--- src/hdl/datapath_pkg.sv ---
// shared sizes, opcodes, instruction formats and pipeline latch types for the datapath
package datapath_pkg;

    // data and instruction width
    parameter int WORD_W = 32;
    // architectural registers, r0 reads zero
    parameter int REG_COUNT = 16;

    typedef logic [$clog2(REG_COUNT)-1:0] regsel_t;
    typedef logic [WORD_W-1:0] word_t;

    // 4-bit opcode field, upper half unused
    typedef enum logic [3:0] {
        OP_ADD  = 4'h0,
        OP_SUB  = 4'h1,
        OP_AND  = 4'h2,
        OP_OR   = 4'h3,
        OP_XOR  = 4'h4,
        OP_ADDI = 4'h5,
        OP_MUL  = 4'h6,
        OP_HALT = 4'h7
    } opcode_t;

    // register-register layout
    typedef struct packed {
        opcode_t     opcode;
        regsel_t     rd;
        regsel_t     rs1;
        regsel_t     rs2;
        logic [15:0] unused;
    } r_fmt_t;

    // register-immediate layout, imm is sign extended
    typedef struct packed {
        opcode_t     opcode;
        regsel_t     rd;
        regsel_t     rs1;
        logic [19:0] imm;
    } i_fmt_t;

    // same word seen through either format
    typedef union packed {
        r_fmt_t r_fmt;
        i_fmt_t i_fmt;
    } instr_u;

    // fetch/dispatch latch, 65 bits
    typedef struct packed {
        logic   valid;
        word_t  pc;
        instr_u instr;
    } fd_t;

    // issue/execute payload, 73 bits
    typedef struct packed {
        logic    valid;
        opcode_t opcode;
        regsel_t rd;
        word_t   a;
        word_t   b;
    } issue_t;

    // execute/writeback payload, 37 bits
    typedef struct packed {
        logic    valid;
        regsel_t rd;
        word_t   data;
    } wb_t;

endpackage

--- src/hdl/alu_fu.sv ---
// integer functional unit: issue latch, logic ops, multi-cycle multiply and result hold
module alu_fu
    import datapath_pkg::*;
#(
    parameter int MUL_CYCLES = 4
)
(
    input  logic   CLK,
    input  logic   nrst,
    input  issue_t issue,
    input  logic   grant,
    output logic   idle,
    output logic   done,
    output wb_t    result
);
    localparam int CNT_W = $clog2(MUL_CYCLES + 1);

    logic             busy;
    logic [CNT_W-1:0] cnt;
    logic             finish;
    opcode_t          op;
    regsel_t          rd;
    word_t            a;
    word_t            b;
    word_t            alu_out;
    logic             res_valid;
    regsel_t          res_rd;
    word_t            res_data;

    // last execute cycle
    assign finish = busy & (cnt == '0);

    always_comb begin
        case (op)
            OP_ADD, OP_ADDI: alu_out = a + b;
            OP_SUB:          alu_out = a - b;
            OP_AND:          alu_out = a & b;
            OP_OR:           alu_out = a | b;
            OP_XOR:          alu_out = a ^ b;
            // low word of the product
            OP_MUL:          alu_out = a * b;
            default:         alu_out = '0;
        endcase
    end

    always_ff @(posedge CLK, negedge nrst) begin
        if (!nrst) begin
            busy      <= 1'b0;
            cnt       <= '0;
            res_valid <= 1'b0;
        end else begin
            if (issue.valid) begin
                busy <= 1'b1;
                // mul waits out its latency
                cnt  <= (issue.opcode == OP_MUL) ? CNT_W'(MUL_CYCLES - 1) : '0;
            end else if (finish) begin
                busy      <= 1'b0;
                res_valid <= 1'b1;
            end else if (busy) begin
                cnt <= cnt - 1'b1;
            end
            // hold until writeback takes it
            if (grant) begin
                res_valid <= 1'b0;
            end
        end
    end

    // operand latch and result register
    always_ff @(posedge CLK) begin
        if (issue.valid) begin
            op <= issue.opcode;
            rd <= issue.rd;
            a  <= issue.a;
            b  <= issue.b;
        end
        if (finish) begin
            res_rd   <= rd;
            res_data <= alu_out;
        end
    end

    assign done        = res_valid;
    assign idle        = ~busy & ~res_valid;
    assign result.valid = res_valid;
    assign result.rd    = res_rd;
    assign result.data  = res_data;

endmodule

--- config.mk ---
export PLATFORM = sky130hd
export DESIGN_NAME = alu_fu
export DESIGN_NICKNAME = d
export VERILOG_FILES = /design/src/hdl/datapath_pkg.sv /design/src/hdl/alu_fu.sv
export SDC_FILE = /design/constraint.sdc
export NUM_CORES = 1
export LEC_CHECK = 0
export ABC_AREA = 1
export BUFFER_PORTS_ARGS = -buffer_cell sky130_fd_sc_hd__buf_2
export CORE_MARGIN = 4
export CORE_UTILIZATION = 65
export CTS_CLUSTER_DIAMETER = 100
export CTS_CLUSTER_SIZE = 14
export DETAILED_ROUTE_END_ITERATION = 16
export PLACE_DENSITY = 0.88
export SLEW_MARGIN = 20
export SYNTH_ARGS = -nofsm -noshare
export SYNTH_HDL_FRONTEND = slang
export SYNTH_SLANG_ARGS = --single-unit
export TNS_END_PERCENT = 100
--- constraint.sdc ---
create_clock -name CLK -period 9.15 [get_ports CLK]
set_input_delay 1.3725 -clock CLK [delete_from_list [all_inputs] [get_ports CLK]]
set_output_delay 1.3725 -clock CLK [all_outputs]
set_load 0.005 [all_outputs]
# Word-level counts from Yosys, hierarchy flattened
# Index checks and enable logic that the tools add are counted.
[totals]
register_bits = 113
in_bits = 76
[op_classes]
reduce_logical = 8
n_mux = 10
n_eq_ne = 9
multipliers = 1
n_bitwise = 7
n_addsub = 3
[ops]
columns = ["operator", "count"]
rows = [
  ["$pmux W32 S6", 1],
  ["$add A32 B32 Y32", 1],
  ["$and A32 B32 Y32", 1],
  ["$mul A32 B32 Y32", 1],
  ["$or A32 B32 Y32", 1],
  ["$sub A32 B32 Y32", 1],
  ["$xor A32 B32 Y32", 1],
  ["$eq A4 B3 Y1 const B", 4],
  ["$mux W3", 3],
  ["$eq A4 B2 Y1 const B", 2],
  ["$reduce_bool A2 Y1", 3],
  ["$mux W1", 5],
  ["$eq A4 B1 Y1 const B", 1],
  ["$logic_not A4 Y1", 1],
  ["$reduce_and A2 Y1", 2],
  ["$logic_not A3 Y1", 1],
  ["$sub A3 B1 Y3 const B", 1],
  ["$and A1 B1 Y1", 2],
  ["$mux W2", 1],
  ["$ne A2 B1 Y1 const B", 1],
  ["$ne A2 B2 Y1 const B", 1],
  ["$not A1 Y1", 2],
  ["$reduce_or A2 Y1", 1],
]

# Depth between registers and ports, before layout
[logic_depth]
word_depth = 5
ltp_mapped = 36
depth_no_buf = 34

# Worst setup path before layout
# OpenSTA, ideal clock, no wires.
[synth_timing]
path_type = "register to register"
start = "register a[12]"
end = "register res_data[29] (data pin)"
setup_slack_ps = 2340
path_stages_with_launch = 27
period_less_slack_ps = 6810
t_arrival_ps = 6545
required_ps = 8885
n_path_buf = 2
cell_sequence = "edfxtp_1 > clkbuf_1 > buf_1 > nand2_1 > inv_1 > fa_1 > fa_1 > fa_1 > inv_1 > fa_1 > inv_1 > fa_1 > inv_1 > fa_1 > inv_1 > fa_1 > fa_1 > ha_1 > a21oi_1 > o21ai_0 > a21oi_1 > nand3_1 > a21oi_1 > o21bai_1 > or2_2 > nand3_1 > nand3_1"
[synth_between]
elab_chain_cells = 2
elab_cells_between_ends = 4
classes_between = "2 x add/sub; 1 x mul; 1 x mux"
[synth_lines]
columns = ["element", "line_no", "source"]
rows = [
  ["from (decl)", "alu_fu.sv:23", "word_t a;"],
  ["from (signal assigned)", "alu_fu.sv:74", "a <= issue.a;"],
  ["$mul A32 B32 Y32 (tied with other cells)", "alu_fu.sv:41", "OP_MUL: alu_out = a * b;"],
  ["$pmux W32 S6 *", "alu_fu.sv:34", "case (op)"],
  ["via alu_out[29]", "alu_fu.sv:25", "word_t alu_out;"],
  ["to (signal assigned)", "alu_fu.sv:79", "res_data <= alu_out;"],
  ["to (decl)", "alu_fu.sv:28", "word_t res_data;"],
]
# The timed path passes the listed nets; every way through them passes the cells marked *.
# A chain may end at the register's enable or synchronous reset.

# Worst setup path in the final report
[layout_timing]
start = "register a[11]"
end = "register res_data[24] (data pin)"
# The elaborated chain is that of the path after synthesis.

==> flow_metrics.env <==
export IMPL_status="complete, no violations"
export IMPL_setup_viol=0
export IMPL_drive_gt1_frac=0.07110
export IMPL_ys_ff_latch=113
export IMPL_cp_cell_sequence="nand2_1, inv_1, fa_1, fa_1, fa_1, inv_1, fa_1, inv_1, fa_1, inv_1, fa_1, inv_1, fa_1, fa_1, ha_1, a21oi_1, o21ai_0, a21oi_1, nand3_1, a21o_1, o21ai_0, nand3_1"
export IMPL_htreeDepth=4
export IMPL_core_area_um2=37670
export IMPL_ant_nets=0
export IMPL_cp_slowest_cell="edfxtp_1"
export IMPL_setup_tns_ps=0
export IMPL_synth_top_cells_by_count="inv_1 (911), nand2_1 (823), fa_1 (409), ha_1 (221), nand3_1 (117)"
export IMPL_post_cts_buffers=0
export IMPL_synth_fp_nets=3907
export IMPL_globalRouteOverflowTotal=0
export IMPL_grt_pass1_vias=23130
export IMPL_die_area_um2=41400
export IMPL_fin_skew_ps=37.03
export IMPL_synth_edff_count=108
export IMPL_grtUsageTotal=0.3939
export IMPL_diodes=0
export IMPL_start_util=0.6594
export IMPL_cp_common_cell="fa_1"
export IMPL_vias=21650
export IMPL_crit_buf_inv=5
export IMPL_r2r_start="a[11]$_DFFE_PP_"
export IMPL_slew_headroom=0.2024
export IMPL_ys_seq_area_frac=0.1356
export IMPL_path_delay_family="adder cells"
export IMPL_critical_path_class="reg -> reg"
export IMPL_max_cap_violations=0
export IMPL_syn_area_per_cell_um2=7.759
export IMPL_drc=0
export IMPL_post_route_min_period_ps=8047
export IMPL_port_buffer_count=114
export IMPL_drtIter0Drc=2123
export IMPL_max_stage_delay_ps=1130
export IMPL_rows=71
export IMPL_cts_tree="yes"
export IMPL_routed_wl_mm=79.64
export IMPL_fmax_ghz=0.1243
export IMPL_hold_viol_final=0
export IMPL_numCtsBuffers=17
export IMPL_grt_first_pass_wirelength_mm=124.8
export IMPL_ios=115
export IMPL_die_h_um=203.5
export IMPL_synth_main_ff_cell="edfxtp_1"
export IMPL_holdCritPathClass="reg -> reg"
export IMPL_crit_path_start="a[11]$_DFFE_PP_"
export IMPL_grt_max_degree=59
export IMPL_clock_latency_ps=460
export IMPL_synth_area_leader_cell="fa_1"
export IMPL_antenna_found_initial=3
export IMPL_syn_instance_count=3201
export IMPL_whs_ps=418.6
export IMPL_fp_dieW_um=203.5
export IMPL_cp_required_ps=9260
export IMPL_post_route_period_util=0.8794
export IMPL_hp_start="rd[3]$_DFFE_PP_"
export IMPL_critical_path_max_fanout=24
export IMPL_nets=3956
export IMPL_critPathLaunchType="register"
export IMPL_synth_most_common_cell="inv_1"
export IMPL_synth_cell_types=56
export IMPL_fillCellCount=2992
export IMPL_area_growth_pct=6.725
export IMPL_syn_area_um2=24840
export IMPL_async_reset_ff_frac=0.04425
export IMPL_detail_route_wl_per_cell_um=21.10
export IMPL_cp_end_kind="register"
export IMPL_clk_path_buf_depth=2
export IMPL_first_pass_iters=6
export IMPL_crit_arrival_ps=8160
export IMPL_tightest_slew_ps=1196
export IMPL_yosys_top_cells_area="fa_1 (33%), inv_1 (14%), edfxtp_1 (13%)"
export IMPL_clock_sinks=113
export IMPL_slew_violations=0
export IMPL_hpwlAfterDp_mm=63.37
export IMPL_synth_top_area_frac=0.3297
export IMPL_clockRootBuffer="clkbuf_16"
export IMPL_gp_congestion=1.052
export IMPL_yosysWarnings=0
export IMPL_clk_pin_slew_ps=60
export IMPL_via_per_inst=5.736
export IMPL_cts_hold_buf=0
export IMPL_rsz0062_at_grt="false"
export IMPL_cts_resized=0
through the flow:
| step | utilization | std cells | worst slack [ps] | cell area, um^2 |
|---|---|---|---|---|
| 2_1_floorplan | - | 3201 | 2340 | 24840 |
| 3_3_place_gp | 0.6864 | 3739 | 1256 | 25850 |
| 3_5_place_dp | 0.6864 | 3739 | 1179 | 25850 |
| 4_1_cts | 0.7026 | 3771 | 1077 | 26460 |
| 5_1_grt | 0.7038 | 3774 | 838.7 | 26510 |
| 6_report | 0.7038 | 3774 | 1103 | 26510 |
worst reg2reg max path, stage by stage, from the launching register on:
cell and delay (ps):
edfxtp_1 1130, nand2_1 140, inv_1 120, fa_1 440
fa_1 510, fa_1 540, inv_1 60, fa_1 470
inv_1 60, fa_1 500, inv_1 60, fa_1 530
inv_1 50, fa_1 380, fa_1 490, ha_1 370
a21oi_1 210, o21ai_0 130, a21oi_1 210, nand3_1 210
a21o_1 220, o21ai_0 650, nand3_1 260
layout make-up:
cell class	instances	area (um^2)	area share
multi-input cells	2044	17500	0.6603
flip-flops and latches	113	3368	0.1271
well taps	511	639.4	0.02412
clock buffers	22	474.2	0.01789
clock inverters	10	133.9	0.005050
inverters	913	3428	0.1293
repair buffers	161	960.9	0.03625
flip-flops by register name, summed over array words and instances, names as in the netlist:
register / flops
a: 32
done: 1
op: 4
busy: 1
res_rd: 4
cnt: 3
b: 32
res_data: 32
rd: 4
final timing paths:
check / slack [ps] / endpoint / depth (start not counted)
worst max-delay path: 1100 / res_data[24]$_DFFE_PP_ / 22
worst min-delay path: 420 / res_rd[3]$_DFFE_PP_ / 0
worst max register to register: 1100 / res_data[24]$_DFFE_PP_ / 22
worst min register to register: 420 / res_rd[3]$_DFFE_PP_ / 0
max in group asynchronous: 8270 / busy$_DFFE_PN0P_ / 1
min in group asynchronous: 740 / cnt[1]$_DFFE_PN0P_ / 1
layout by cell type (no fill, tap or decap), types with 3 or more instances in the layout:
cell / count
dfrtp_1: 5
a31oi_1: 7
fa_1: 409
or2_2: 19
nor3_1: 24
a21oi_1: 75
buf_2: 113
nor4_1: 3
o211ai_1: 9
ha_1: 221
nand4_1: 12
edfxtp_1: 108
o21bai_1: 11
a221oi_1: 29
nand2_2: 3
a21o_1: 9
buf_4: 44
o221ai_1: 4
clkbuf_16: 17
o21ai_0: 68
xnor2_1: 6
xor2_1: 40
clkinv_2: 5
nand2_1: 822
nor2_1: 104
inv_1: 911
o21ai_1: 3
bufinv_16: 3
clkbuf_8: 3
a21boi_0: 13
buf_8: 3
nand3b_1: 7
nand3_1: 117
cells by family after synthesis:
family                   Yosys count  synth area share
AND/OR/NAND/NOR                 1126            0.1860
buffers and inverters           1044            0.1599
adder cells (fa/ha/maj)          630            0.4410
AO/OA/AOI/OAI                    241           0.06060
flip-flops                       113            0.1356
XOR/XNOR                          47           0.01688
metal layers:
layer | global-route usage | share of wire
met2 | 0.6355 | 0.46
met3 | 0.09540 | 0.11
met1 | 0.4909 | 0.36
met4 | 0.2204 | 0.068
met5 | 0 | 0.00049
Power is not shown: default switching activity piles up to over one toggle a cycle in this logic, so the estimate is an artifact.
