## src/hdl/datapath_pkg.sv

```systemverilog
// shared sizes, opcodes, instruction formats and pipeline latch types for the datapath
package datapath_pkg;

    // data and instruction width
    parameter int WORD_W = 32;
    // architectural registers, r0 reads zero
    parameter int REG_COUNT = 16;

    typedef logic [$clog2(REG_COUNT)-1:0] regsel_t;
    typedef logic [WORD_W-1:0] word_t;

    // 4-bit opcode field, upper half unused
    typedef enum logic [3:0] {
        OP_ADD  = 4'h0,
        OP_SUB  = 4'h1,
        OP_AND  = 4'h2,
        OP_OR   = 4'h3,
        OP_XOR  = 4'h4,
        OP_ADDI = 4'h5,
        OP_MUL  = 4'h6,
        OP_HALT = 4'h7
    } opcode_t;

    // register-register layout
    typedef struct packed {
        opcode_t     opcode;
        regsel_t     rd;
        regsel_t     rs1;
        regsel_t     rs2;
        logic [15:0] unused;
    } r_fmt_t;

    // register-immediate layout, imm is sign extended
    typedef struct packed {
        opcode_t     opcode;
        regsel_t     rd;
        regsel_t     rs1;
        logic [19:0] imm;
    } i_fmt_t;

    // same word seen through either format
    typedef union packed {
        r_fmt_t r_fmt;
        i_fmt_t i_fmt;
    } instr_u;

    // fetch/dispatch latch, 65 bits
    typedef struct packed {
        logic   valid;
        word_t  pc;
        instr_u instr;
    } fd_t;

    // issue/execute payload, 73 bits
    typedef struct packed {
        logic    valid;
        opcode_t opcode;
        regsel_t rd;
        word_t   a;
        word_t   b;
    } issue_t;

    // execute/writeback payload, 37 bits
    typedef struct packed {
        logic    valid;
        regsel_t rd;
        word_t   data;
    } wb_t;

endpackage

```

## src/hdl/writeback.sv

```systemverilog
// writeback stage: fixed-priority grant, register write, busy clear and output latch
module writeback
    import datapath_pkg::*;
#(
    parameter int NUM_FU = 3
)
(
    input  logic                 CLK,
    input  logic                 nrst,
    input  logic    [NUM_FU-1:0] done,
    input  wb_t     [NUM_FU-1:0] results,
    output logic    [NUM_FU-1:0] grant,
    output regsel_t              wsel,
    output logic                 wen,
    output word_t                wdat,
    output logic                 clr_valid,
    output regsel_t              clr_rd,
    output wb_t                  wb
);
    wb_t     sel;
    logic    any_done;
    logic    wb_valid;
    regsel_t wb_rd;
    word_t   wb_data;

    // lowest-index finished unit wins
    assign grant    = done & (~done + 1'b1);
    assign any_done = |done;

    always_comb begin
        sel = '0;
        for (int i = 0; i < NUM_FU; i++) begin
            if (grant[i]) begin
                sel = results[i];
            end
        end
    end

    // register write and scoreboard clear at the grant edge
    assign wen       = any_done;
    assign wsel      = sel.rd;
    assign wdat      = sel.data;
    assign clr_valid = any_done;
    assign clr_rd    = sel.rd;

    always_ff @(posedge CLK, negedge nrst) begin
        if (!nrst) begin
            wb_valid <= 1'b0;
        end else begin
            wb_valid <= any_done;
        end
    end

    // execute/writeback latch payload
    always_ff @(posedge CLK) begin
        if (any_done) begin
            wb_rd   <= sel.rd;
            wb_data <= sel.data;
        end
    end

    assign wb.valid = wb_valid;
    assign wb.rd    = wb_rd;
    assign wb.data  = wb_data;

endmodule

```

## config.mk

```make
export PLATFORM = sky130hd
export DESIGN_NAME = writeback
export DESIGN_NICKNAME = d
export VERILOG_FILES = /design/src/hdl/datapath_pkg.sv /design/src/hdl/writeback.sv
export SDC_FILE = /design/constraint.sdc
export NUM_CORES = 1
export LEC_CHECK = 0
export ABC_AREA = 1
export BUFFER_PORTS_ARGS = -buffer_cell sky130_fd_sc_hd__buf_2
export CORE_MARGIN = 4
export CORE_UTILIZATION = 39
export DETAILED_ROUTE_END_ITERATION = 10
export PLACE_DENSITY_LB_ADDON = 0.08
export SLEW_MARGIN = 40
export SYNTH_ARGS = -nofsm -noshare
export SYNTH_HDL_FRONTEND = slang
export SYNTH_SLANG_ARGS = --single-unit
```

## constraint.sdc

```tcl
create_clock -name CLK -period 7.96 [get_ports CLK]
set_input_delay 2.388 -clock CLK [delete_from_list [all_inputs] [get_ports CLK]]
set_output_delay 2.388 -clock CLK [all_outputs]
set_load 0.01 [all_outputs]
```

Word-level counts from Yosys, hierarchy flattened
Index checks and enable logic that the tools add are counted.
{"block": "word_totals", "inputBits": 116, "elab_cells": 10, "out_inout_bits": 82, "ff_bits": 37}
{"block": "classes", "n_mux": 3, "n_addsub": 1, "n_reduce_logical": 1, "bitwise": 2}
{"operator": "$mux W36", "count": 3}
{"operator": "$add A3 B1 Y3 const B", "count": 1}
{"operator": "$and A3 B3 Y3", "count": 1}
{"operator": "$not A3 Y3", "count": 1}
{"operator": "$reduce_or A3 Y1", "count": 1}

Longest topological paths before layout
Gate-level depths: netlist of run 1.
{"block": "depth", "word_depth": 6, "mapped_depth": 5, "depth_no_buf": 3}

Worst setup path after synthesis of run 1
No wires, ideal clock.
{"block": "synth_path", "kind": "in2out", "startpoint": "input done[0]", "endpoint": "output wen", "arrival_time_ns": 3.842, "n_path_buf": 2, "path_slack_ns": 1.730, "required_time_ns": 5.572, "cell_stages": 4, "cell_sequence": "nor2_4 -> buf_6 -> nand2_1 -> buf_4"}
{"block": "synth_between", "elab_chain_cells": 1}
{"element": "start, declared", "line_no": "writeback.sv:10", "rtl": "input logic [NUM_FU-1:0] done,"}
{"element": "$reduce_or A3 Y1", "line_no": "writeback.sv:28", "rtl": "assign any_done = |done;"}
{"element": "end, declared", "line_no": "writeback.sv:14", "rtl": "output logic wen,"}
No other way between the ends.

Worst setup path in the final report of run 1
Ends and elaborated chain as after synthesis.

==> results of run 1 <==
==> registers in the layout, summed over array words and instances (netlist names) <==
name      count
wb_data      32
wb_rd         4
wb_valid      1
==> area by class of cell <==
type / instances / area [um^2]
Inverter: 3 / 11.3
Sequential cell: 37 / 1110
Clock buffer: 8 / 80.1
Timing Repair Buffer: 196 / 986
Tap cell: 67 / 83.8
Multi-Input combinational cell: 148 / 702
Fill cell: 442 / 1880
==> power breakdown <==
group / internal (uW) / total [uW] / switching [uW] / leakage [uW]
Clock: 62.1 / 120 / 57.8 / 0.0000395
Sequential: 239 / 243 / 4.45 / 0.000396
Combinational: 56.8 / 134 / 76.7 / 0.00112
Total: 358 / 497 / 139 / 0.00155
==> cells in the mapped netlist, drive strengths merged <==
library cell	instances
buf	24
clkbuf	1
dfrtp	1
edfxtp	36
inv	3
nand2	37
nand3	108
nor2	2
nor3	1
==> final timing paths <==
check | cells after the start | start | end
min in group CLK | 3 | results[0] | wb_data[0]
setup / recovery | 4 | done[0] | wen
hold / removal | 1 | nrst | wb_valid
max in group asynchronous | 1 | nrst | wb_valid
==> stage by stage <==
stage                     hold WS [ns]  setup slack (ns)
after floorplan                   2.09              1.73
after CTS                         1.87              1.51
after global routing              1.87              1.38
final                             1.88              1.55
after detailed placement          2.17              1.51
after global placement            2.16              1.50
==> cell families after synthesis <==
kind of cell | count (synthesis) | share of synthesized area, %
DFF | 37 | 54.9
and+or+nand+nor | 148 | 34.7
buffers and inverters | 28 | 10.4
==> worst max-delay path, delay by kind of cell <==
family / cells / cell delay, ns
buffers and inverters: 2 / 0.64
and+or+nand+nor: 2 / 0.98
==> per-layer routing <==
metal  vias up  track usage [%]  part of all wire [%]
met1       977             22.8                    36
met5         -                0                     0
met4         0             6.59                  0.96
li1       1119                -                     -
met2       130             35.4                    51
met3         6             6.55                    12
==> impl_metrics.json, run 1 <==
{
  "status": "finished, final reports clean",
  "power_uw": 497,
  "fp.dieW_um": 79.9,
  "rows": 25,
  "avgViaCountPerCell": 4.86,
  "dr.pass1.iters": 4,
  "yosysWarnings": 0,
  "powerDensity_nw_per_um2": 167,
  "layout_common_cells": "buf_2 (194), nand3_1 (108), nand2_1 (36), edfxtp_1 (36), clkbuf_8 (5)",
  "cts_setup_buffers": 0,
  "place.gp.congestion": 0.792,
  "p_leak_uw": 0.00155,
  "syn_avg_cell_area_um2": 9.46,
  "cts_resized": 0,
  "cp.arrival_ns": 4.02,
  "grt.total_usage_pct": 20.1,
  "syn_area_um2": 2010,
  "setup_violations": 0,
  "pin_count": 198,
  "end_kind": "output port",
  "clock.fmax_mhz": 156,
  "ant_nets": 0,
  "cts_made_buffers": 5,
  "maxCapViolCount": 0,
  "drive_gt1_share_pct": 52.0,
  "dr_total_vias": 2232,
  "final_core_util_pct": 61.2,
  "crit_chain": "buf_2, nor2_4, nand2_2, buf_2",
  "path_max_fanout": 41,
  "grt_pass1_wl_mm": 9.77,
  "synthCells": 213,
  "layout_commonest_cell": "buf_2",
  "dp_cells": 451,
  "fin_area_um2": 2970,
  "first_iter_violations": 86,
  "clockRootBuffer": "clkbuf_8",
  "place_area_um2": 2890,
  "crit_path_frequent_cell": "buf_2",
  "wire_per_inst_um": 14.8,
  "synth_seq_cells": 37,
  "maxSlewViolCount": 0,
  "cts_hold_buf": 0,
  "rsz0062_at_grt": "no",
  "crit_type": "input port to output port",
  "min_path_type": "input port to asynchronous set/reset pin",
  "hpwl_mm": 5.09,
  "area_growth_syn_to_layout_pct": 47.4,
  "yosysUniqueCellTypes": 13,
  "dieArea_um2": 6380,
  "dieHeight_um": 79.9,
  "htreeDepth": 2,
  "port_buffers": 194,
  "synthTopCellsByArea": "edfxtp_1 (54%), nand3_1 (27%), nand2_1 (6.9%), buf_4 (4.5%), buf_6 (3.9%)",
  "worstMarginPinSlew_ns": 0.783,
  "antennaDiodeCount": 0,
  "layout_worst_path_cycle_share_pct": 80.6,
  "syn-num-nets": 329,
  "initial_utilization_pct": 41.5,
  "drcViolationCount": 0,
  "hold_viol": 0,
  "grt_remaining_overflow": 0,
  "critical-path-slowest-cell": "nor2_4",
  "cts_tree": "done",
  "ir_drop_mv": 0.0941,
  "start_kind": "input port",
  "grt_max_degree": 42,
  "clkTransAtPathRegs_ns": 0.06,
  "core_area_um2": 4850,
  "grt_pass1_vias": 2010,
  "clockBufferDepth": 2,
  "required_ns": 5.57,
  "fin_tns_setup_ns": 0,
  "slew_headroom_pct": 47.8,
  "clkSinkCount": 37,
  "post-synth-top-area-fraction_pct": 53.7,
  "nNetsFinal": 507,
  "finalNonFillerCells": 459,
  "synth_largest_area_cell": "edfxtp_1",
  "cpPeakStageDelay_ns": 0.54,
  "min_period_ns": 6.41,
  "yosysSeqAreaShare_pct": 54.9,
  "drt-total-wl_mm": 6.78,
  "antenna_found_initial": 0
}
Note: power is estimated with default switching activity, not from simulation.
==> inputs of run 2 (changes only) <==
Settings changed: CORE_UTILIZATION 39 to 33.
Clock period 7.96 ns to 5.54 ns, I/O delays scaled along.
==> run 2 against run 1 <==
Against the previous run:
- wire length rose by 2.7%
- flip-flop and latch count stayed put
- combinational power up 46%
- total power is 50% higher
- clock-buffer cell count shrank 1
- via count up 3.8%
- core utilization down 10 points
- critical path depth increased by 2
- final cell count up 2.4%
- sequential share of layout area decreased by 0.66 points
- critical endpoint is now wdat[13]
- largest power group unchanged
- highest routed layer unchanged
==> impl_metrics.json, run 2 (synthesis results as in run 1) <==
{
  "path_max_fanout": 23,
  "drive_gt1_share_pct": 53.2,
  "end_kind": "output port",
  "antennaDiodeCount": 0,
  "fillerInstances": 600,
  "antenna_found_initial": 0,
  "cts_tree": "done",
  "layout_commonest_cell": "buf_2",
  "p_leak_uw": 0.00158,
  "powerDensity_nw_per_um2": 247,
  "layout_common_cells": "buf_2 (194), nand3_1 (108), nand2_1 (36), edfxtp_1 (36), clkbuf_8 (7)",
  "cp.arrival_ns": 2.97,
  "core_area_um2": 5920,
  "clkTransAtPathRegs_ns": 0.07,
  "drcViolationCount": 0,
  "first_iter_violations": 120,
  "clock.fmax_mhz": 216,
  "min_period_ns": 4.63,
  "ir_drop_mv": 0.113,
  "place_area_um2": 2920,
  "clockRootBuffer": "clkbuf_8",
  "start_kind": "input port",
  "fin_tns_setup_ns": 0,
  "dieArea_um2": 7420,
  "cts_resized": 0,
  "wire_per_inst_um": 14.8,
  "clkSinkCount": 37,
  "hold_viol": 0,
  "largest_reg_flops": 32,
  "dieHeight_um": 86.1,
  "setup_violations": 0,
  "regMostFlops": "wb_data",
  "place.gp.congestion": 0.760,
  "worstMarginPinSlew_ns": 0.746,
  "layout_worst_path_cycle_share_pct": 83.6,
  "required_ns": 3.88,
  "initial_utilization_pct": 34.0,
  "slew_headroom_pct": 50.2,
  "top_regs": "wb_data: 32 flops, wb_rd: 4 flops, wb_valid: 1 flops",
  "hold_ws_ns": 1.14,
  "grt_remaining_overflow": 0,
  "maxSlewViolCount": 0,
  "avgViaCountPerCell": 4.93,
  "maxCapViolCount": 0,
  "grt_pass1_vias": 2134,
  "ant_nets": 0,
  "htreeDepth": 2,
  "crit_type": "input port to output port",
  "cts_made_buffers": 5,
  "cts_hold_buf": 0,
  "nNetsFinal": 510,
  "fp.dieW_um": 86.1,
  "min_path_type": "input port to asynchronous set/reset pin",
  "grt_max_degree": 40,
  "rsz0062_at_grt": "no",
  "cts_setup_buffers": 0,
  "dr_total_vias": 2316,
  "drt-total-wl_mm": 6.97,
  "fin_area_um2": 3020,
  "dr.pass1.iters": 4,
  "clockBufferDepth": 2,
  "pin_count": 198,
  "port_buffers": 194,
  "hpwl_mm": 5.13,
  "area_growth_syn_to_layout_pct": 50.1,
  "grt_pass1_wl_mm": 10.7,
  "rows": 28,
  "grt.total_usage_pct": 18.4,
  "status": "finished, final reports clean"
}
## run 2: cell types whose count changed in the layout (fill, tap and decap cells not counted)
cell      before  now
clkinv_2       0    1
clkbuf_1       3    0
buf_4          2    5
clkbuf_8       5    7
## run 2: per-stage QoR
| step | setup slack, ns | utilization, % | total power [uW] | instances |
|---|---|---|---|---|
| after floorplan | 0.762 | - | 452 | 213 |
| after global placement | 0.869 | 49.3 | 551 | 462 |
| after detailed placement | 0.878 | 49.3 | 552 | 462 |
| after CTS | 0.881 | 51.1 | 760 | 470 |
| after global routing | 0.749 | 51.1 | 791 | 470 |
| final | 0.910 | 51.1 | 746 | 470 |
## run 2: report_power, final
part,switching (uW),total [uW],internal (uW)
Combinational,112,195,82.8
Clock,90.6,203,112
Sequential,5.68,348,343
## run 2: worst max-delay path, stage by stage
cell and delay [ns]:
buf_2 0.13, nor2_4 0.47, buf_4 0.32, nand3_1 0.10
nand3_1 0.12, buf_2 0.14
## run 2: area by class of cell
cell class / count / area, um^2 / area share, %
sequential: 37 / 1110 / 36.6
clock inverter: 1 / 5.00 / 0.166
multi-input combinational: 148 / 702 / 23.2
clock buffer: 7 / 96.3 / 3.19
timing repair buffer: 199 / 1010 / 33.4
tap: 75 / 93.8 / 3.10
inverter: 3 / 11.3 / 0.373
## run 2: path summary, 6_finish.rpt
path,start,to,slack [ns]
min in group CLK,results[24],wb_data[24],1.69
min,nrst,wb_valid,1.14
max in group asynchronous,nrst,wb_valid,4.32
max,done[0],wdat[13],0.91
## run 2: metal layers
layer  share of wire [%]  up-vias  wire [um]  global-route usage [%]
met4                0.80        0         56                    5.47
met2                  51      121       3530                    32.1
met1                  38     1064       2630                    21.3
met5                   0        -          0                       0
met3                  11        4        752                    6.24
li1                    -     1127          -                       -
