--- src/hdl/datapath_pkg.sv ---
// shared sizes, opcodes, instruction formats and pipeline latch types for the datapath
package datapath_pkg;

    // data and instruction width
    parameter int WORD_W = 32;
    // architectural registers, r0 reads zero
    parameter int REG_COUNT = 16;

    typedef logic [$clog2(REG_COUNT)-1:0] regsel_t;
    typedef logic [WORD_W-1:0] word_t;

    // 4-bit opcode field, upper half unused
    typedef enum logic [3:0] {
        OP_ADD  = 4'h0,
        OP_SUB  = 4'h1,
        OP_AND  = 4'h2,
        OP_OR   = 4'h3,
        OP_XOR  = 4'h4,
        OP_ADDI = 4'h5,
        OP_MUL  = 4'h6,
        OP_HALT = 4'h7
    } opcode_t;

    // register-register layout
    typedef struct packed {
        opcode_t     opcode;
        regsel_t     rd;
        regsel_t     rs1;
        regsel_t     rs2;
        logic [15:0] unused;
    } r_fmt_t;

    // register-immediate layout, imm is sign extended
    typedef struct packed {
        opcode_t     opcode;
        regsel_t     rd;
        regsel_t     rs1;
        logic [19:0] imm;
    } i_fmt_t;

    // same word seen through either format
    typedef union packed {
        r_fmt_t r_fmt;
        i_fmt_t i_fmt;
    } instr_u;

    // fetch/dispatch latch, 65 bits
    typedef struct packed {
        logic   valid;
        word_t  pc;
        instr_u instr;
    } fd_t;

    // issue/execute payload, 73 bits
    typedef struct packed {
        logic    valid;
        opcode_t opcode;
        regsel_t rd;
        word_t   a;
        word_t   b;
    } issue_t;

    // execute/writeback payload, 37 bits
    typedef struct packed {
        logic    valid;
        regsel_t rd;
        word_t   data;
    } wb_t;

endpackage

--- src/hdl/regfile.sv ---
// register file with two combinational read ports and one write port, r0 tied to zero
module regfile
    import datapath_pkg::*;
(
    input  logic    CLK,
    input  logic    nrst,
    input  regsel_t rsel1,
    input  regsel_t rsel2,
    input  regsel_t wsel,
    input  logic    wen,
    input  word_t   wdat,
    output word_t   rdat1,
    output word_t   rdat2
);
    word_t regs [REG_COUNT];

    always_ff @(posedge CLK, negedge nrst) begin
        if (!nrst) begin
            for (int i = 0; i < REG_COUNT; i++) begin
                regs[i] <= '0;
            end
        end else if (wen && (wsel != '0)) begin
            // r0 never written
            regs[wsel] <= wdat;
        end
    end

    // combinational reads
    assign rdat1 = (rsel1 == '0) ? '0 : regs[rsel1];
    assign rdat2 = (rsel2 == '0) ? '0 : regs[rsel2];

endmodule

--- config.mk ---
export PLATFORM = sky130hd
export DESIGN_NAME = regfile
export DESIGN_NICKNAME = d
export VERILOG_FILES = /design/src/hdl/datapath_pkg.sv /design/src/hdl/regfile.sv
export SDC_FILE = /design/constraint.sdc
export NUM_CORES = 1
export LEC_CHECK = 0
export BUFFER_PORTS_ARGS = -buffer_cell sky130_fd_sc_hd__buf_2
export CAP_MARGIN = 20
export CORE_ASPECT_RATIO = 0.5
export CORE_MARGIN = 5
export CORE_UTILIZATION = 67
export CTS_CLUSTER_DIAMETER = 150
export DETAILED_ROUTE_END_ITERATION = 12
export GPL_TIMING_DRIVEN = 0
export PLACE_DENSITY = 0.86
export SLEW_MARGIN = 15
export SYNTH_ARGS = -nofsm -noshare
export SYNTH_HDL_FRONTEND = slang
export SYNTH_SLANG_ARGS = --single-unit
--- constraint.sdc ---
create_clock -name CLK -period 3.4 [get_ports CLK]
set_clock_uncertainty 0.2 [all_clocks]
set_input_delay 0.34 -clock CLK [delete_from_list [all_inputs] [get_ports CLK]]
set_output_delay 0.34 -clock CLK [all_outputs]
set_load 0.02 [all_outputs]
# Word level (Yosys, flattened, before mapping)
# Cells that the tools add are included.
# totals
regBits	512
input_bits	47
wordCells	39
# classes
magnitude_cmp	4
n_mux	11
bitwise	3
n_reduce_logical	5
# op_table
cell	n
bitwise mux 512 bit	1
binary-select mux 32 bit (select 4 bit)	2
two-way mux 32 bit	7
demux 32 bit (select 4 bit)	1
greater-or-equal comparator 5 bit, second input constant	3
NOT 4 -> 5 bit	3
logical NOT 4 bit	2
less-than comparator 5 x 1 -> 1 bit, second input constant	1
nonzero test 4 bit	1
logical AND 1 bit	2

# Depth between registers and ports, before layout
# Gate-level depths: netlist of run 1.
# depth
ltp_word	6
ltp_mapped	8
mapped_depth_nobuf	4

# Worst setup path before layout of run 1
# No wires, ideal clock.
# synth_timing
path_type	in2out
start	in rsel1[1]
end	out rdat1[30]
arrival_time_ns	1.826
required_time_ns	2.860
slack_ns	1.034
path_stages	6
cell_sequence	buf_2 -> buf_6 -> buf_2 -> mux2i_1 -> mux4_2 -> o21ai_0
# synth_between
elab_chain_cells	5
word_cells_on_any_way	6
classes_between	4 x mux; 1 x bitwise; 1 x reduce/logical
# synth_lines
item	line_no	source
start: declaration	regfile.sv:7	input regsel_t rsel1,
NOT 4 -> 5 bit (implied by the code)	regfile.sv:29	assign rdat1 = (rsel1 == '0) ? '0 : regs[rsel1];
binary-select mux 32 bit (select 4 bit)	regfile.sv:29	
two-way mux 32 bit (implied by the code) (2 in series)	regfile.sv:29	
two-way mux 32 bit (*)	regfile.sv:29	
end: declaration	regfile.sv:12	output word_t rdat1,
# Mark *: on every way between the ends. The rest lies on a longest branch, timed or not. The select of a mux whose other input is x is not followed.

# Final worst setup path of run 1
# layout_timing
start	in rsel2[3]
end	out rdat2[31]
# layout_between
elab_chain_cells	5
word_cells_on_any_way	6
classes_between	4 x mux; 1 x bitwise; 1 x reduce/logical
# layout_lines
item	line_no	source
start: declaration	regfile.sv:8	input regsel_t rsel2,
NOT 4 -> 5 bit (implied by the code)	regfile.sv:30	assign rdat2 = (rsel2 == '0) ? '0 : regs[rsel2];
binary-select mux 32 bit (select 4 bit)	regfile.sv:30	
two-way mux 32 bit (implied by the code) (2 in series)	regfile.sv:30	
two-way mux 32 bit (*)	regfile.sv:30	
end: declaration	regfile.sv:13	output word_t rdat2
# Marked as above.

==> results.toml, run 1 <==
[timing]
fin_setup_tns_ns = 0
fmax_ghz = 0.2963
timing.final.crit_period_ns = 3.375
hold_violations = 0
setup_viol = 0
slew_headroom_pct = 22.83
worst_pin_slew_ns = 1.158
rsz0062_at_grt = "no"
fin_crit_sh_pct = 99.25
setup_ws_ns = 0.02542
final_max_slew_viol_count = 0

[routing]
wl_met2_um = 34760
viasPerCell = 7.383
top_layer = "met5"
detail-route-antenna-nets = 0
routedWlPerCell_um = 31.87
met1Wirelength_um = 29460
route.vias.total = 18480
first_iter_violations = 2350
drtPass1Iterations = 5
drt-total-wl_um = 79780
dr_wl_met3_um = 11130
drc_errors = 0

[cts]
clk_latency_ns = 0.56
postCtsSetupRepairBufs = 0
ctsHoldBuffers = 33
root_buffer = "clkbuf_16"
cts_sinks = 481
htreeDepth = 2
path_clk_slew_ns = 0.07
post_cts_resized = 0
cts_max_path_buffers = 3
cts_tree = "built"
cts_made_buffers = 43

[worst_setup_path]
required_ns = 2.86
arrival_ns = 2.83
cp_max_fo = 10
critPathKind = "input pin to output pin"
startpoint_type = "input pin"
endpoint_kind = "output pin"

[final_layout]
fill_cells = 2212
final_util_pct = 76.43
fin_nets = 1999
syn_to_final_growth_pct = 11.83
final_common_cell = "mux2_2"
instances_no_fill = 2503
drive_gt1_share_pct = 48.64
top_regs = "regs: 481 flops"
final_cell_mix = "mux2_2, dfrtp_1, buf_2"
largest_register_ffs = 481
largest_register = "regs"

[global_route]
grt_max_degree = 106
grt_usage_pct = 37.52
antenna_found_initial = 2
grt_pass1_wl_um = 118900
first_global_vias = 19130
overflow = 0

[synth]
ys_ff_latch = 481
synthFlopType = "dfrtp_1"
syn_avg_cell_area_um2 = 14.55
synth_edf_count = 0
syn_inst = 1766
yosys_warnings = 0
syn_nets = 1813
ys_types = 40
ys_seq_area_share_pct = 46.84
syn_area_mm2 = 0.02569
async_flop_share_pct = 100.0

[die]
rows = 50
ios = 111
dieArea_mm2 = 0.04260
start_util_pct = 68.34
die_w_um = 287.0
core-area_mm2 = 0.03760
die_h_um = 148.5

[power_and_ir_drop]
cellLeakagePower_nw = 12.20
p_per_area_mw_per_mm2 = 606.7
power.total_mw = 17.43
ir_drop_uv = 450.7

[job]
maxCapViolations = 0

[worst_hold_path]
min_path_type = "input pin to asynchronous set/reset pin"

[placement]
preCtsSetupSlack_ns = 0.1262
hpwl_um = 50930
gp_congestion = 0.9315
port_buffers = 103
dp_cells = 2394

[run_status]
status = "complete, no violations"
Yosys cell counts (2+ instances only):
| library cell | n | area share [%] |
|---|---|---|
| o22a_1 | 29 | 0.99 |
| mux2i_1 | 67 | 2.6 |
| nand3b_1 | 3 | 0.088 |
| buf_2 | 72 | 1.4 |
| buf_4 | 13 | 0.38 |
| buf_1 | 5 | 0.073 |
| a311oi_1 | 2 | 0.068 |
| mux2_1 | 18 | 0.79 |
| clkbuf_1 | 87 | 1.3 |
| buf_6 | 8 | 0.35 |
| nor2_1 | 41 | 0.60 |
| o31a_1 | 29 | 0.99 |
| nand2_1 | 6 | 0.088 |
| nand2b_1 | 6 | 0.15 |
| nor3_1 | 32 | 0.62 |
| or3_1 | 3 | 0.073 |
| a221o_1 | 31 | 1.2 |
| a22oi_1 | 30 | 0.88 |
| nor2b_1 | 36 | 0.88 |
| a21oi_1 | 2 | 0.039 |
| a221oi_1 | 21 | 0.72 |
| mux2_2 | 526 | 23 |
| o21ai_0 | 2 | 0.039 |
| mux4_2 | 159 | 14 |
| o22ai_1 | 33 | 0.80 |
| a221oi_2 | 10 | 0.58 |
| dfrtp_1 | 481 | 47 |
| a2111oi_0 | 2 | 0.068 |
metal layers:
layer	vias to the layer above	GRT usage, %
li1	7218	-
met3	349	13.75
met1	9428	51.13
met4	2	16.36
met2	1483	55.08
met5	-	0
final cells by class:
class / instances / area [µm²] / share of cell area, %
multi-input combinational: 1097 / 12730 / 44.29
sequential: 481 / 12040 / 41.89
clock buffer: 67 / 1329 / 4.624
timing repair buffer: 141 / 993.5 / 3.457
buffer: 187 / 928.4 / 3.231
tap: 520 / 650.6 / 2.264
clock inverter: 8 / 65.06 / 0.2264
inverter: 1 / 3.754 / 0.01306
antenna: 1 / 2.502 / 0.008709
through the flow:
step | hold WS (ns) | cell area, µm²
after floorplan | -0.1556 | 25690
after global placement | 0.2337 | 26860
final | 0.05256 | 28740
after detailed placement | 0.05037 | 27010
after global routing | 0.08299 | 28740
after CTS | 0.06669 | 28730
logic make-up after synthesis:
family                 after synthesis  share of synthesized area, %
buffers and inverters              188                         3.628
DFF                                481                         46.84
muxes                              770                         40.39
and+or+nand+nor                    133                         2.669
AOI/OAI and AO/OA                  194                         6.472
final timing paths:
path	from	end	slack (ns)	depth (start not counted)
max in group asynchronous	nrst	regs[45]$_DFFE_PN0P_	1.65	4
max	rsel2[3]	rdat2[31]	0.03	6
min reg2reg	regs[510]$_DFFE_PN0P_	regs[510]$_DFFE_PN0P_	0.27	1
min in group CLK	wsel[1]	regs[288]$_DFFE_PN0P_	0.22	4
min	nrst	regs[313]$_DFFE_PN0P_	0.05	2
max reg2reg	regs[381]$_DFFE_PN0P_	regs[381]$_DFFE_PN0P_	2.35	1
power breakdown:
group / internal (mW) / total, mW / switching, mW
Combinational: 2.50 / 4.33 / 1.83
Sequential: 7.06 / 8.12 / 1.06
Clock: 2.76 / 4.98 / 2.22
critical path: stages:
cell and delay [ns]:
buf_2 0.20, clkbuf_1 0.76, clkbuf_1 0.61, a311oi_1 0.19, o31ai_1 0.46, buf_2 0.26
Note: power is estimated with default switching activity, not from simulation.
==> inputs of run 2 (changes only) <==
- CORE_UTILIZATION: 67 -> 69
- CTS_BUF_LIST: default -> sky130_fd_sc_hd__clkbuf_8
- PLACE_DENSITY: 0.86 -> 0.88
==> run 2 against run 1 <==
  * The run now ends with design-rule violations left
  * Global-route usage grew 0.94 points
  * Register-to-register slack is essentially flat
  * Critical path depth is the same
==> results.toml, run 2 (synthesis gave the netlist of run 1 again) <==
[run_status]
status = "finished, violations left"
failed_checks = "design-rule violations"

[timing]
slew_headroom_pct = 24.03
setup_viol = 0
rsz0062_at_grt = "no"
timing.final.crit_period_ns = 3.309
fmax_ghz = 0.3022
setup_ws_ns = 0.09132
worst_pin_slew_ns = 1.140
fin_crit_sh_pct = 97.31
final_max_slew_viol_count = 0
hold_violations = 0

[cts]
clk_latency_ns = 0.64
path_clk_slew_ns = 0.07
htreeDepth = 3
cts_made_buffers = 69
cts_max_path_buffers = 3
root_buffer = "clkbuf_8"
cts_sinks = 481
cts_tree = "built"

[worst_setup_path]
arrival_ns = 2.77
max_stage_delay_ns = 0.67
r2r_end = "regs[436]$_DFFE_PN0P_"
r2r-start = "regs[436]$_DFFE_PN0P_"
cp_slowest_cell = "clkbuf_1"
required_ns = 2.86
cp_max_fo = 10
r2r_slack_ns = 2.35
r2r_cells = 1
critPathBufInv = 4
critPathTopFamily = "buffers and inverters"
critPathKind = "input pin to output pin"
startpoint_type = "input pin"
cp_common_cell = "clkbuf_1"
endpoint_kind = "output pin"
crit_chain = "clkbuf_1 -> clkbuf_1 -> clkbuf_1 -> a311oi_1 -> o31ai_1 -> buf_2"

[die]
dieArea_mm2 = 0.04143
die_h_um = 146.5
ios = 111
die_w_um = 282.9
start_util_pct = 69.26
core-area_mm2 = 0.03710
rows = 50

[final_layout]
fin_nets = 2025
top_regs = "regs: 481 flops"
instances_no_fill = 2525
final_common_cell = "mux2_2"
final_cell_mix = "mux2_2, dfrtp_1, buf_2"
drive_gt1_share_pct = 49.28
largest_register_ffs = 481
largest_register = "regs"
syn_to_final_growth_pct = 11.90
fill_cells = 2138

[routing]
drc_errors = 1
drt-total-wl_um = 79480
drtPass1Iterations = 12
route.vias.total = 18790
first_iter_violations = 2861
routedWlPerCell_um = 31.48
detail-route-antenna-nets = 0
viasPerCell = 7.442

[power_and_ir_drop]
ir_drop_uv = 362.0
power.total_mw = 17.39
p_per_area_mw_per_mm2 = 604.7
cellLeakagePower_nw = 12.33

[global_route]
grt_usage_pct = 38.47
antenna_found_initial = 4
first_global_vias = 19462
grt_pass1_wl_um = 119900
overflow = 0
grt_max_degree = 108

[placement]
gp_congestion = 0.9621
dp_cells = 2368
hpwl_um = 50990
preCtsSetupSlack_ns = 0.1408
port_buffers = 103

[job]
maxCapViolations = 0

[worst_hold_path]
min_path_type = "input pin to asynchronous set/reset pin"
-- run 2: changes by cell type in the layout (fill, tap and decap cells not counted) --
cell | before | now
clkbuf_1 | 97 | 86
bufinv_16 | 1 | 3
clkinv_2 | 7 | 5
inv_1 | 1 | 22
clkbuf_2 | 0 | 1
clkinvlp_4 | 0 | 2
diode_2 | 1 | 4
clkbuf_16 | 45 | 0
clkbuf_8 | 12 | 89
-- run 2: per-stage QoR --
step	hold WS [ns]	instance area [µm²]	TNS (ns)	util (%)
after CTS	0.01080	28740	0	77.47
after floorplan	-0.1556	25690	0	-
after detailed placement	0.09447	26980	0	72.72
after global placement	0.2346	26830	-3747.53	72.32
final	0.009405	28750	0	77.50
after global routing	0.06100	28750	0	77.50
-- run 2: layout make-up --
cell class	instances	area, µm²	share of cell area (%)
clock buffer	89	1225	4.260
antenna	4	10.01	0.03481
tap	494	618.1	2.150
timing repair buffer	141	993.5	3.455
buffer	187	929.6	3.233
inverter	1	3.754	0.01306
multi-input combinational	1097	12730	44.26
sequential	481	12040	41.86
clock inverter	31	209.0	0.7267
-- run 2: what timing repair did --
item	in CTS	in global routing
setup endpoints to repair	0	1
endpoints found under the hold margin	302	0
setup buffers	0	0
hold buffers	33	0
resized for setup	0	3
-- run 2: power by group --
part	switching (mW)	leakage, nW	internal (mW)
clock	2.34	0.814	2.57
sequential	1.07	5.90	7.06
combinational	1.84	5.61	2.50
-- run 2: worst max path at each step --
stage               cells after the start              endpoint      from
floorplan                               6             rdat1[30]  rsel1[1]
global placement                        1  regs[72]$_DFFE_PN0P_      nrst
detailed placement                      6             rdat2[31]  rsel2[3]
CTS                                     6             rdat2[31]  rsel2[3]
global route                            6             rdat2[31]  rsel2[0]
finish                                  6             rdat2[31]  rsel2[0]
-- run 2: routing by layer --
metal	vias up	track usage [%]	part of all wire [%]	wire length (µm)
li1	7267	-	-	-
met1	9668	52.08	37	29340
met2	1492	55.05	43	34150
met3	363	14.35	14	11120
met4	0	20.09	6.1	4880
met5	-	0	0	0
